### src/cache_dir_pkg.sv
package cache_dir_pkg;

    // ------------------------------
    // Address geometry
    // ------------------------------

    // Byte address as seen on the command stream
    localparam int ADDR_W   = 32;
    // Offset inside a 16-byte line
    localparam int OFFSET_W = 4;
    // Line address, split later into tag and set index
    localparam int LINE_W   = ADDR_W - OFFSET_W;

    // ------------------------------
    // Stream and way types
    // ------------------------------

    typedef enum logic [1:0] {
        OP_READ  = 2'd0,
        OP_WRITE = 2'd1,
        OP_FILL  = 2'd2,
        OP_INVAL = 2'd3
    } dir_op_t;

    // One command per lookup, the offset bits of addr are ignored
    typedef struct packed {
        dir_op_t           op;
        logic [ADDR_W-1:0] addr;
    } dir_cmd_t;

    // Way is the hitting way, or the victim way on a fill miss
    // The write-back address is zero unless wb is set
    typedef struct packed {
        logic              hit;
        logic [7:0]        way;
        logic              wb;
        logic [ADDR_W-1:0] wb_addr;
    } dir_rsp_t;

    // Status and tag of one way for the set being looked up
    // The stored tag is zero-extended to the full line address width
    typedef struct packed {
        logic              valid;
        logic              dirty;
        logic [LINE_W-1:0] tag;
        logic              match;
    } way_entry_t;

endpackage

### src/dir_status_memory.sv
`timescale 1ns/1ps

module dir_status_memory #(
    parameter int INDEX_W = 4
) (
    input  logic               clk_i,
    input  logic               rst_n_i,
    // Port 0 writes the two arrays independently
    input  logic [INDEX_W-1:0] port0_index_i,
    input  logic               port0_valid_i,
    input  logic               port0_dirty_i,
    input  logic               port0_valid_write_i,
    input  logic               port0_dirty_write_i,
    // Port 1 reads both arrays into output registers
    input  logic [INDEX_W-1:0] port1_index_i,
    input  logic               port1_read_i,
    output logic               port1_valid_o,
    output logic               port1_dirty_o
);

    localparam int SETS = 1 << INDEX_W;

    // Held as flat vectors so that a reset clears every set in one edge
    logic [SETS-1:0] valid_mem;
    logic [SETS-1:0] dirty_mem;

    // ------------------------------
    // Port 0 writes
    // ------------------------------

    // Only the valid bits start at zero, a dirty bit is ignored while its line is invalid
    always_ff @(posedge clk_i) begin
        if (!rst_n_i) begin
            valid_mem <= '0;
        end else if (port0_valid_write_i) begin
            valid_mem[port0_index_i] <= port0_valid_i;
        end
    end

    always_ff @(posedge clk_i) begin
        if (port0_dirty_write_i) begin
            dirty_mem[port0_index_i] <= port0_dirty_i;
        end
    end

    // ------------------------------
    // Port 1 reads
    // ------------------------------

    // Output registers keep their value while no read is issued
    always_ff @(posedge clk_i) begin
        if (port1_read_i) begin
            port1_valid_o <= valid_mem[port1_index_i];
            port1_dirty_o <= dirty_mem[port1_index_i];
        end
    end

    // A line being invalidated must not come out of the same write marked dirty
    a_no_dirty_on_invalidate : assert property (
        @(posedge clk_i) disable iff (!rst_n_i)
        (port0_valid_write_i && !port0_valid_i) |-> !(port0_dirty_write_i && port0_dirty_i)
    );

endmodule

### src/dir_way.sv
`timescale 1ns/1ps

module dir_way #(
    parameter int INDEX_W = 4
) (
    input  logic                                     clk_i,
    input  logic                                     rst_n_i,
    // Lookup side
    input  logic                                     rd_en_i,
    input  logic [INDEX_W-1:0]                       rd_index_i,
    input  logic [cache_dir_pkg::LINE_W-INDEX_W-1:0] rd_tag_i,
    // Update side
    input  logic [INDEX_W-1:0]                       wr_index_i,
    input  logic [cache_dir_pkg::LINE_W-INDEX_W-1:0] wr_tag_i,
    input  logic                                     wr_tag_en_i,
    input  logic                                     wr_valid_en_i,
    input  logic                                     wr_dirty_en_i,
    input  logic                                     wr_valid_i,
    input  logic                                     wr_dirty_i,
    output cache_dir_pkg::way_entry_t                entry_o
);

    import cache_dir_pkg::*;

    localparam int TAG_W = LINE_W - INDEX_W;
    localparam int SETS  = 1 << INDEX_W;

    logic [TAG_W-1:0] tag_mem [SETS];
    logic [TAG_W-1:0] tag_q;
    logic [TAG_W-1:0] lookup_q;
    logic             valid_q;
    logic             dirty_q;

    // ------------------------------
    // Tag array
    // ------------------------------

    always_ff @(posedge clk_i) begin
        if (wr_tag_en_i) begin
            tag_mem[wr_index_i] <= wr_tag_i;
        end
    end

    // The lookup tag is kept next to the stored tag so the compare sees one cycle
    always_ff @(posedge clk_i) begin
        if (rd_en_i) begin
            tag_q    <= tag_mem[rd_index_i];
            lookup_q <= rd_tag_i;
        end
    end

    // Status bits are read on the same strobe, so all fields stay aligned
    dir_status_memory #(
        .INDEX_W (INDEX_W)
    ) u_status (
        .clk_i               (clk_i),
        .rst_n_i             (rst_n_i),
        .port0_index_i       (wr_index_i),
        .port0_valid_i       (wr_valid_i),
        .port0_dirty_i       (wr_dirty_i),
        .port0_valid_write_i (wr_valid_en_i),
        .port0_dirty_write_i (wr_dirty_en_i),
        .port1_index_i       (rd_index_i),
        .port1_read_i        (rd_en_i),
        .port1_valid_o       (valid_q),
        .port1_dirty_o       (dirty_q)
    );

    // ------------------------------
    // Compare
    // ------------------------------

    always_comb begin
        entry_o.valid = valid_q;
        entry_o.dirty = dirty_q;
        entry_o.tag   = LINE_W'(tag_q);
        // A stale tag in an invalid set never counts as a hit
        entry_o.match = valid_q && (tag_q == lookup_q);
    end

endmodule

### src/dir_request_stage.sv
`timescale 1ns/1ps

module dir_request_stage #(
    parameter int INDEX_W = 4
) (
    input  logic                                     clk_i,
    input  logic                                     rst_n_i,
    // Command stream
    input  logic                                     cmd_valid_i,
    input  cache_dir_pkg::dir_cmd_t                  cmd_i,
    output logic                                     cmd_ready_o,
    // Read strobe shared by every way
    output logic                                     rd_en_o,
    output logic [INDEX_W-1:0]                       rd_index_o,
    output logic [cache_dir_pkg::LINE_W-INDEX_W-1:0] rd_tag_o,
    // Command aligned with the way outputs
    output logic                                     req_valid_o,
    output cache_dir_pkg::dir_cmd_t                  req_cmd_o,
    // Feedback from the resolve stage
    input  logic                                     stall_i,
    input  logic [INDEX_W-1:0]                       busy_index_i,
    input  logic                                     busy_valid_i
);

    import cache_dir_pkg::*;

    localparam int TAG_LSB = OFFSET_W + INDEX_W;

    logic               hold_valid;
    dir_cmd_t           hold_cmd;
    logic [INDEX_W-1:0] cmd_index;
    logic [INDEX_W-1:0] hold_index;
    logic               hazard;
    logic               accept;

    assign cmd_index  = cmd_i.addr[OFFSET_W +: INDEX_W];
    assign hold_index = hold_cmd.addr[OFFSET_W +: INDEX_W];

    // An older command to the same set has not written its ways back yet,
    // so a read issued now would miss that update
    assign hazard = (hold_valid && (hold_index == cmd_index)) ||
                    (busy_valid_i && (busy_index_i == cmd_index));

    assign cmd_ready_o = !stall_i && !hazard;
    assign accept      = cmd_valid_i && cmd_ready_o;

    // The ways keep their outputs while the pipeline is frozen
    assign rd_en_o    = hold_valid && !stall_i;
    assign rd_index_o = hold_index;
    assign rd_tag_o   = hold_cmd.addr[ADDR_W-1:TAG_LSB];

    // ------------------------------
    // Pipeline registers
    // ------------------------------

    always_ff @(posedge clk_i) begin
        if (!rst_n_i) begin
            hold_valid  <= 1'b0;
            req_valid_o <= 1'b0;
        end else if (!stall_i) begin
            hold_valid  <= accept;
            req_valid_o <= hold_valid;
        end
    end

    always_ff @(posedge clk_i) begin
        if (!stall_i) begin
            if (accept) begin
                hold_cmd <= cmd_i;
            end
            if (hold_valid) begin
                req_cmd_o <= hold_cmd;
            end
        end
    end

    // The index compare depends on cmd_i, so the sender must not change it while waiting
    a_cmd_stable : assert property (
        @(posedge clk_i) disable iff (!rst_n_i)
        (cmd_valid_i && !cmd_ready_o) |=> (cmd_valid_i && $stable(cmd_i))
    );

endmodule

### src/dir_resolve_stage.sv
`timescale 1ns/1ps

module dir_resolve_stage #(
    parameter int INDEX_W = 4,
    parameter int WAYS    = 2
) (
    input  logic                                     clk_i,
    input  logic                                     rst_n_i,
    // From the request stage
    input  logic                                     req_valid_i,
    input  cache_dir_pkg::dir_cmd_t                  req_cmd_i,
    // From the ways
    input  cache_dir_pkg::way_entry_t                entries_i [WAYS],
    // Way updates
    output logic [INDEX_W-1:0]                       wr_index_o,
    output logic [cache_dir_pkg::LINE_W-INDEX_W-1:0] wr_tag_o,
    output logic [WAYS-1:0]                          wr_tag_en_o,
    output logic [WAYS-1:0]                          wr_valid_en_o,
    output logic [WAYS-1:0]                          wr_dirty_en_o,
    output logic                                     wr_valid_o,
    output logic                                     wr_dirty_o,
    // Back to the request stage
    output logic                                     stall_o,
    output logic [INDEX_W-1:0]                       busy_index_o,
    output logic                                     busy_valid_o,
    // Response stream
    output logic                                     rsp_valid_o,
    output cache_dir_pkg::dir_rsp_t                  rsp_o,
    input  logic                                     rsp_ready_i
);

    import cache_dir_pkg::*;

    localparam int TAG_W = LINE_W - INDEX_W;
    localparam int SETS  = 1 << INDEX_W;
    localparam int WAY_W = (WAYS > 1) ? $clog2(WAYS) : 1;

    logic [INDEX_W-1:0] req_index;
    logic [TAG_W-1:0]   req_tag;
    logic [WAYS-1:0]    match_vec;
    logic               hit;
    logic [WAY_W-1:0]   hit_way;
    logic               any_free;
    logic [WAY_W-1:0]   free_way;
    logic [WAY_W-1:0]   victim;
    way_entry_t         victim_entry;
    logic [WAY_W-1:0]   fill_ptr [SETS];
    logic               ptr_advance;

    dir_rsp_t           rsp_next;
    logic [WAYS-1:0]    tag_en_next;
    logic [WAYS-1:0]    valid_en_next;
    logic [WAYS-1:0]    dirty_en_next;
    logic               valid_next;
    logic               dirty_next;
    logic [WAYS-1:0]    tag_en_q;
    logic [WAYS-1:0]    valid_en_q;
    logic [WAYS-1:0]    dirty_en_q;
    logic               advance;
    logic               rsp_fire;

    assign req_index = req_cmd_i.addr[OFFSET_W +: INDEX_W];
    assign req_tag   = req_cmd_i.addr[ADDR_W-1:OFFSET_W+INDEX_W];

    // The item here is the only one that can still change its set before
    // a younger read, so the request stage checks new commands against it
    assign busy_valid_o = req_valid_i;
    assign busy_index_o = req_index;

    // ------------------------------
    // Way selection
    // ------------------------------

    // Scanning from the top leaves the lowest free way in free_way
    always_comb begin
        hit      = 1'b0;
        hit_way  = '0;
        any_free = 1'b0;
        free_way = '0;
        for (int w = WAYS - 1; w >= 0; w--) begin
            match_vec[w] = entries_i[w].match;
            if (entries_i[w].match) begin
                hit     = 1'b1;
                hit_way = WAY_W'(w);
            end
            if (!entries_i[w].valid) begin
                any_free = 1'b1;
                free_way = WAY_W'(w);
            end
        end
    end

    // Round robin only decides when the whole set is occupied
    assign victim       = any_free ? free_way : fill_ptr[req_index];
    assign victim_entry = entries_i[victim];

    // ------------------------------
    // Operation decode
    // ------------------------------

    always_comb begin
        rsp_next      = '0;
        tag_en_next   = '0;
        valid_en_next = '0;
        dirty_en_next = '0;
        valid_next    = 1'b0;
        dirty_next    = 1'b0;
        ptr_advance   = 1'b0;
        rsp_next.hit  = hit;
        if (hit) begin
            rsp_next.way = 8'(hit_way);
        end
        case (req_cmd_i.op)
            OP_WRITE: begin
                if (hit) begin
                    dirty_en_next[hit_way] = 1'b1;
                    dirty_next             = 1'b1;
                end
            end
            OP_FILL: begin
                // A fill hit leaves the set alone
                if (!hit) begin
                    rsp_next.way = 8'(victim);
                    rsp_next.wb  = victim_entry.valid && victim_entry.dirty;
                    if (rsp_next.wb) begin
                        rsp_next.wb_addr = {victim_entry.tag[TAG_W-1:0], req_index,
                                            {OFFSET_W{1'b0}}};
                    end
                    tag_en_next[victim]   = 1'b1;
                    valid_en_next[victim] = 1'b1;
                    dirty_en_next[victim] = 1'b1;
                    valid_next            = 1'b1;
                    ptr_advance           = !any_free;
                end
            end
            OP_INVAL: begin
                // Dirty stays as it was, it means nothing once valid is gone
                if (hit) begin
                    rsp_next.wb = entries_i[hit_way].dirty;
                    if (rsp_next.wb) begin
                        rsp_next.wb_addr = {req_tag, req_index, {OFFSET_W{1'b0}}};
                    end
                    valid_en_next[hit_way] = 1'b1;
                end
            end
            default: begin
                // read lookups only report
            end
        endcase
    end

    // ------------------------------
    // Response register
    // ------------------------------

    assign rsp_fire = rsp_valid_o && rsp_ready_i;
    assign stall_o  = rsp_valid_o && !rsp_ready_i;
    assign advance  = !stall_o;

    always_ff @(posedge clk_i) begin
        if (!rst_n_i) begin
            rsp_valid_o <= 1'b0;
        end else if (advance) begin
            rsp_valid_o <= req_valid_i;
        end
    end

    // The update travels with the response and lands when the response leaves
    always_ff @(posedge clk_i) begin
        if (advance && req_valid_i) begin
            rsp_o      <= rsp_next;
            wr_index_o <= req_index;
            wr_tag_o   <= req_tag;
            tag_en_q   <= tag_en_next;
            valid_en_q <= valid_en_next;
            dirty_en_q <= dirty_en_next;
            wr_valid_o <= valid_next;
            wr_dirty_o <= dirty_next;
        end
    end

    assign wr_tag_en_o   = tag_en_q & {WAYS{rsp_fire}};
    assign wr_valid_en_o = valid_en_q & {WAYS{rsp_fire}};
    assign wr_dirty_en_o = dirty_en_q & {WAYS{rsp_fire}};

    // Fill pointers step once per evicting fill, when the item is taken in
    always_ff @(posedge clk_i) begin
        if (!rst_n_i) begin
            for (int s = 0; s < SETS; s++) begin
                fill_ptr[s] <= '0;
            end
        end else if (advance && req_valid_i && ptr_advance) begin
            if (fill_ptr[req_index] == WAY_W'(WAYS - 1)) begin
                fill_ptr[req_index] <= '0;
            end else begin
                fill_ptr[req_index] <= fill_ptr[req_index] + 1'b1;
            end
        end
    end

    // Two ways holding one tag would mean an earlier fill ignored a hit
    a_single_match : assert property (
        @(posedge clk_i) disable iff (!rst_n_i)
        req_valid_i |-> $onehot0(match_vec)
    );

endmodule

### src/cache_dir_top.sv
`timescale 1ns/1ps

module cache_dir_top #(
    parameter int INDEX_W = 4,
    parameter int WAYS    = 2
) (
    input  logic                    clk_i,
    input  logic                    rst_n_i,
    // Command stream
    input  logic                    cmd_valid_i,
    input  cache_dir_pkg::dir_cmd_t cmd_i,
    output logic                    cmd_ready_o,
    // Response stream
    output logic                    rsp_valid_o,
    output cache_dir_pkg::dir_rsp_t rsp_o,
    input  logic                    rsp_ready_i
);

    import cache_dir_pkg::*;

    localparam int TAG_W = LINE_W - INDEX_W;

    // Lookup broadcast to every way
    logic               rd_en;
    logic [INDEX_W-1:0] rd_index;
    logic [TAG_W-1:0]   rd_tag;

    // Request stage to resolve stage
    logic               req_valid;
    dir_cmd_t           req_cmd;
    logic               stall;
    logic [INDEX_W-1:0] busy_index;
    logic               busy_valid;

    // Way results and updates
    way_entry_t         entries [WAYS];
    logic [INDEX_W-1:0] wr_index;
    logic [TAG_W-1:0]   wr_tag;
    logic [WAYS-1:0]    wr_tag_en;
    logic [WAYS-1:0]    wr_valid_en;
    logic [WAYS-1:0]    wr_dirty_en;
    logic               wr_valid;
    logic               wr_dirty;

    dir_request_stage #(
        .INDEX_W (INDEX_W)
    ) u_request (
        .clk_i        (clk_i),
        .rst_n_i      (rst_n_i),
        .cmd_valid_i  (cmd_valid_i),
        .cmd_i        (cmd_i),
        .cmd_ready_o  (cmd_ready_o),
        .rd_en_o      (rd_en),
        .rd_index_o   (rd_index),
        .rd_tag_o     (rd_tag),
        .req_valid_o  (req_valid),
        .req_cmd_o    (req_cmd),
        .stall_i      (stall),
        .busy_index_i (busy_index),
        .busy_valid_i (busy_valid)
    );

    // One identical block per way, each with its own enable bits
    for (genvar w = 0; w < WAYS; w++) begin : g_way
        dir_way #(
            .INDEX_W (INDEX_W)
        ) u_way (
            .clk_i         (clk_i),
            .rst_n_i       (rst_n_i),
            .rd_en_i       (rd_en),
            .rd_index_i    (rd_index),
            .rd_tag_i      (rd_tag),
            .wr_index_i    (wr_index),
            .wr_tag_i      (wr_tag),
            .wr_tag_en_i   (wr_tag_en[w]),
            .wr_valid_en_i (wr_valid_en[w]),
            .wr_dirty_en_i (wr_dirty_en[w]),
            .wr_valid_i    (wr_valid),
            .wr_dirty_i    (wr_dirty),
            .entry_o       (entries[w])
        );
    end

    dir_resolve_stage #(
        .INDEX_W (INDEX_W),
        .WAYS    (WAYS)
    ) u_resolve (
        .clk_i         (clk_i),
        .rst_n_i       (rst_n_i),
        .req_valid_i   (req_valid),
        .req_cmd_i     (req_cmd),
        .entries_i     (entries),
        .wr_index_o    (wr_index),
        .wr_tag_o      (wr_tag),
        .wr_tag_en_o   (wr_tag_en),
        .wr_valid_en_o (wr_valid_en),
        .wr_dirty_en_o (wr_dirty_en),
        .wr_valid_o    (wr_valid),
        .wr_dirty_o    (wr_dirty),
        .stall_o       (stall),
        .busy_index_o  (busy_index),
        .busy_valid_o  (busy_valid),
        .rsp_valid_o   (rsp_valid_o),
        .rsp_o         (rsp_o),
        .rsp_ready_i   (rsp_ready_i)
    );

endmodule

### config.mk
export PLATFORM = sky130hd
export DESIGN_NAME = cache_dir_top
export DESIGN_NICKNAME = d
export VERILOG_FILES = /design/src/cache_dir_pkg.sv /design/src/dir_status_memory.sv /design/src/dir_way.sv /design/src/dir_request_stage.sv /design/src/dir_resolve_stage.sv /design/src/cache_dir_top.sv
export SDC_FILE = /design/constraint.sdc
export NUM_CORES = 1
export LEC_CHECK = 0
export BUFFER_PORTS_ARGS = -buffer_cell sky130_fd_sc_hd__buf_2
export CAP_MARGIN = 15
export CORE_MARGIN = 8
export CORE_UTILIZATION = 45
export CTS_CLUSTER_SIZE = 40
export DETAILED_ROUTE_END_ITERATION = 16
export HOLD_SLACK_MARGIN = 0.12
export PLACE_DENSITY_LB_ADDON = 0.08
export SYNTH_ARGS = -nofsm -noshare
export SYNTH_HDL_FRONTEND = slang
export SYNTH_SLANG_ARGS = --single-unit
### constraint.sdc
create_clock -name clk_i -period 5.3 [get_ports clk_i]
set_input_delay 0.53 -clock clk_i [delete_from_list [all_inputs] [get_ports clk_i]]
set_output_delay 0.53 -clock clk_i [all_outputs]
set_load 0.05 [all_outputs]
==> out/summary.txt <==
Max Cap Viol: 0
Detailed-route DRC error count: 0
Maximum clock rate: 291 MHz
Via count: 19.3k
Critical path buffer and inverter count: 1
IO buf count: 66
Via density: 5.87
R2r endpoint: u_resolve.rsp_o[10]
Worst slew margin: 0.240
1st-iter DRT viols: 2000
Crit path to: u_resolve.rsp_o[10]
Slowest stage delay, CP: 0.64 ns
Critical path data required time: 5.70 ns
Fin. max-slew vios: 0
Syn avg cell area: 21.3 um2
Largest net degree at the start of global routing: 135
TritonRoute pass-1 iters: 6
Clock root buffer: clkbuf_16
Worst r2r src: u_request.req_cmd_o[20]
Final WL: 101 mm
Min cycle time layout: 3.44 ns
Worst-Skew Late Latency: 0.67 ns
Crit path cell chain: xnor2_1 > nand4_1 > nor4_1 > nand2_1 > nor3b_1 > o21a_1 > buf_4 > o2bb2ai_1
Total Nets Final: 2078
Static Leak: 14.1 nW
Vias in the first global route: 19.8k
Site Rows: 109
CP startpoint kind: flop
Most common cell in the netlist: edfxtp_1
Syn-to-layout area delta: 14.2%
Share of cells above drive strength 1: 0.281
Clk pin slew, worst setup/hold paths: 0.06 ns
CTS max path bufs: 3
Cell family with most CP delay: simple AND/OR/NAND/NOR gates
Wire length per cell: 30.7 um
Final setup viols: 0
Area of the die: 98400 um2
RSZ-0062 raised after global routing: no
CTS resizes: 0
Die W: 314 um
Compound-gate portion of the synthesized area: 0.0265
Adder-cell share of the synthesized area: 0.000942
Simple-gate portion of the synthesized area: 0.0272
Die height: 314 um
Status: finished, final reports clean
Critical Path AT: 3.84 ns
Sequential area share after synthesis: 0.765
Path type of the worst min-delay path: in2reg
First-pass GRT wire length: 144 mm
CTS Buf Count: 106
CORE AREA: 88100 um2
TNS Setup: 0 ns
FF+latch count, synth: 1034
Slowest-stage cell, CP: nor4_1
I/O pin total: 82
CTS tree: built
Worst setup EP type: flop
Placer congestion estimate: 0.773
H-Tree Depth: 3
Crit. path cell count: 8
Async set or reset register ratio after synthesis: 0
FF-to-FF setup slack: 1.86 ns
YS warnings: 0
CP max FO: 10
Leading cell types by count after synthesis: edfxtp_1, mux4_2, nor2_1
Crit path kind: reg2reg
Setup WS pre-CTS: 1.97 ns
Ant diodes: 0
Synth top area share: 0.738
Synth Cell Area: 39900 um2
Initial Utilization: 0.452
Clock Skew: 0.0246 ns
Actual slew at the worst max-slew pin: 1.14 ns
# fillers: 7021
FF-to-FF path depth: 8
Clock Sink Count: 1034
Total track usage: 0.205
Distinct cells, synth: 46
Post-synthesis mux area share: 0.155
Dominant register cell in the synthesized netlist: edfxtp_1
Fin crit share: 0.649
Hpwl dp: 55.1 mm
Worst setup margin: 1.86 ns
Post-Synth XOR/XNOR Area: 0.0116
Post-synth EDFFs: 979
Yosys top cell by area: edfxtp_1
Initial antenna violation count: 0
Critical path launch point: u_request.req_cmd_o[20]
Max VDD drop: 0.253 mV
Synth top area cells: edfxtp_1, mux4_2, dfxtp_1
P per Cell Area: 373 nW/um2
Syn Inst Count: 1871
Final Hold Vio Count: 0
Largest family of logic cells by synthesized area: multiplexers
GRT Residual Overflow: 0
Post-route ant nets: 0
HP Start: rsp_ready_i
## worst min-delay path, stage by stage
cell and delay, ns:
buf_2 0.09, nor2b_1 0.06, nand2_1 0.06, a21boi_0 0.08
## layout make-up
cell class / count / area, um2 / area share
sequential: 1034 / 30500 / 0.670
multi-input combinational: 730 / 9090 / 0.200
clock buffer: 143 / 2860 / 0.0629
tap: 1165 / 1460 / 0.0320
timing repair buffer: 151 / 1090 / 0.0240
clock inverter: 50 / 473 / 0.0104
inverter: 14 / 57.6 / 0.00126
## what timing repair did
item | 4_1_cts | 5_1_grt
hold endpoints to repair | 30 | 0
buffers inserted | 0 | 0
hold buffers | 30 | 0
## cells by family after synthesis
| group | Yosys count |
|---|---|
| other cells | 1 |
| fa+ha+maj | 3 |
| simple gates | 244 |
| flops | 1034 |
| xor+xnor | 53 |
| compound gates | 136 |
| buf+inv | 117 |
| mux | 283 |
## where the power goes
part           leakage, nW  switching, mW  internal [mW]
Combinational         3.13          0.378          0.315
Sequential            9.32          0.121           8.98
Clock                 1.63           3.06           4.13
Total                 14.1           3.56           13.4
## registers in the layout (all words and copies together), names as in the netlist, 2 cells and up, named ones only
| signal | count |
|---|---|
| g_way.u_way.tag_mem | 768 |
| g_way.u_way.tag_q | 48 |
| g_way.u_way.u_status.dirty_mem | 32 |
| g_way.u_way.u_status.valid_mem | 32 |
| u_resolve.rsp_o | 31 |
| u_request.req_cmd_o | 29 |
| u_request.rd_tag_o | 24 |
| u_resolve.wr_tag_o | 24 |
| u_resolve.fill_ptr | 16 |
| u_request.rd_index_o | 4 |
| u_resolve.wr_index_o | 4 |
| g_way.u_way.u_status.port1_dirty_o | 2 |
| g_way.u_way.u_status.port1_valid_o | 2 |
| u_request.hold_cmd | 2 |
| u_resolve.dirty_en_q | 2 |
| u_resolve.tag_en_q | 2 |
| u_resolve.valid_en_q | 2 |
## metal layers
| metal | wire (um) | GRT usage | up-vias |
|---|---|---|---|
| met5 | 0 | 0 | - |
| met4 | 2860 | 0.0581 | 0 |
| met3 | 6230 | 0.0382 | 145 |
| met2 | 47500 | 0.318 | 634 |
| met1 | 44300 | 0.297 | 10500 |
| li1 | - | - | 8040 |
## per-stage QoR
step                hold WS [ns]  utilization  cells  power, mW  cell area (um2)
CTS                        0.169        0.517   3287       17.2            45500
global placement           0.404        0.476   3064       9.96            41900
finish                     0.211        0.517   3287       17.0            45500
detailed placement         0.407        0.476   3064       9.97            41900
global route               0.210        0.517   3287       17.5            45500
floorplan                  0.400            -   1881       9.72            39900
## cells in the final DEF (no fill, tap or decap), drive strengths merged, types with 14 or more instances in the layout
master | synthesis | final
edfxtp | 979 | 979
mux4 | 265 | 265
clkbuf | 56 | 143
buf | 47 | 121
nor2 | 106 | 106
nand2 | 72 | 72
dfxtp | 55 | 55
xnor2 | 47 | 47
clkinv | 0 | 36
o21ai | 35 | 35
a21boi | 34 | 34
dlygate4sd3 | 0 | 30
o2bb2ai | 24 | 24
a22oi | 24 | 24
inv | 14 | 17
nand4 | 15 | 15
nor3 | 14 | 14
mux2i | 14 | 14
## how the worst min path moves through the flow
stage | endpoint | slack (ns) | cells past startpoint
6_report | u_request.req_valid_o | 0.21 | 4
5_1_grt | u_resolve.rsp_valid_o | 0.21 | 3
4_1_cts | u_request.req_valid_o | 0.17 | 4
3_5_place_dp | u_request.req_cmd_o[33] | 0.41 | 0
3_3_place_gp | u_request.req_cmd_o[32] | 0.40 | 0
2_1_floorplan | g_way[1].u_way.lookup_q[23] | 0.40 | 0
(Power assumes the default switching activity.)
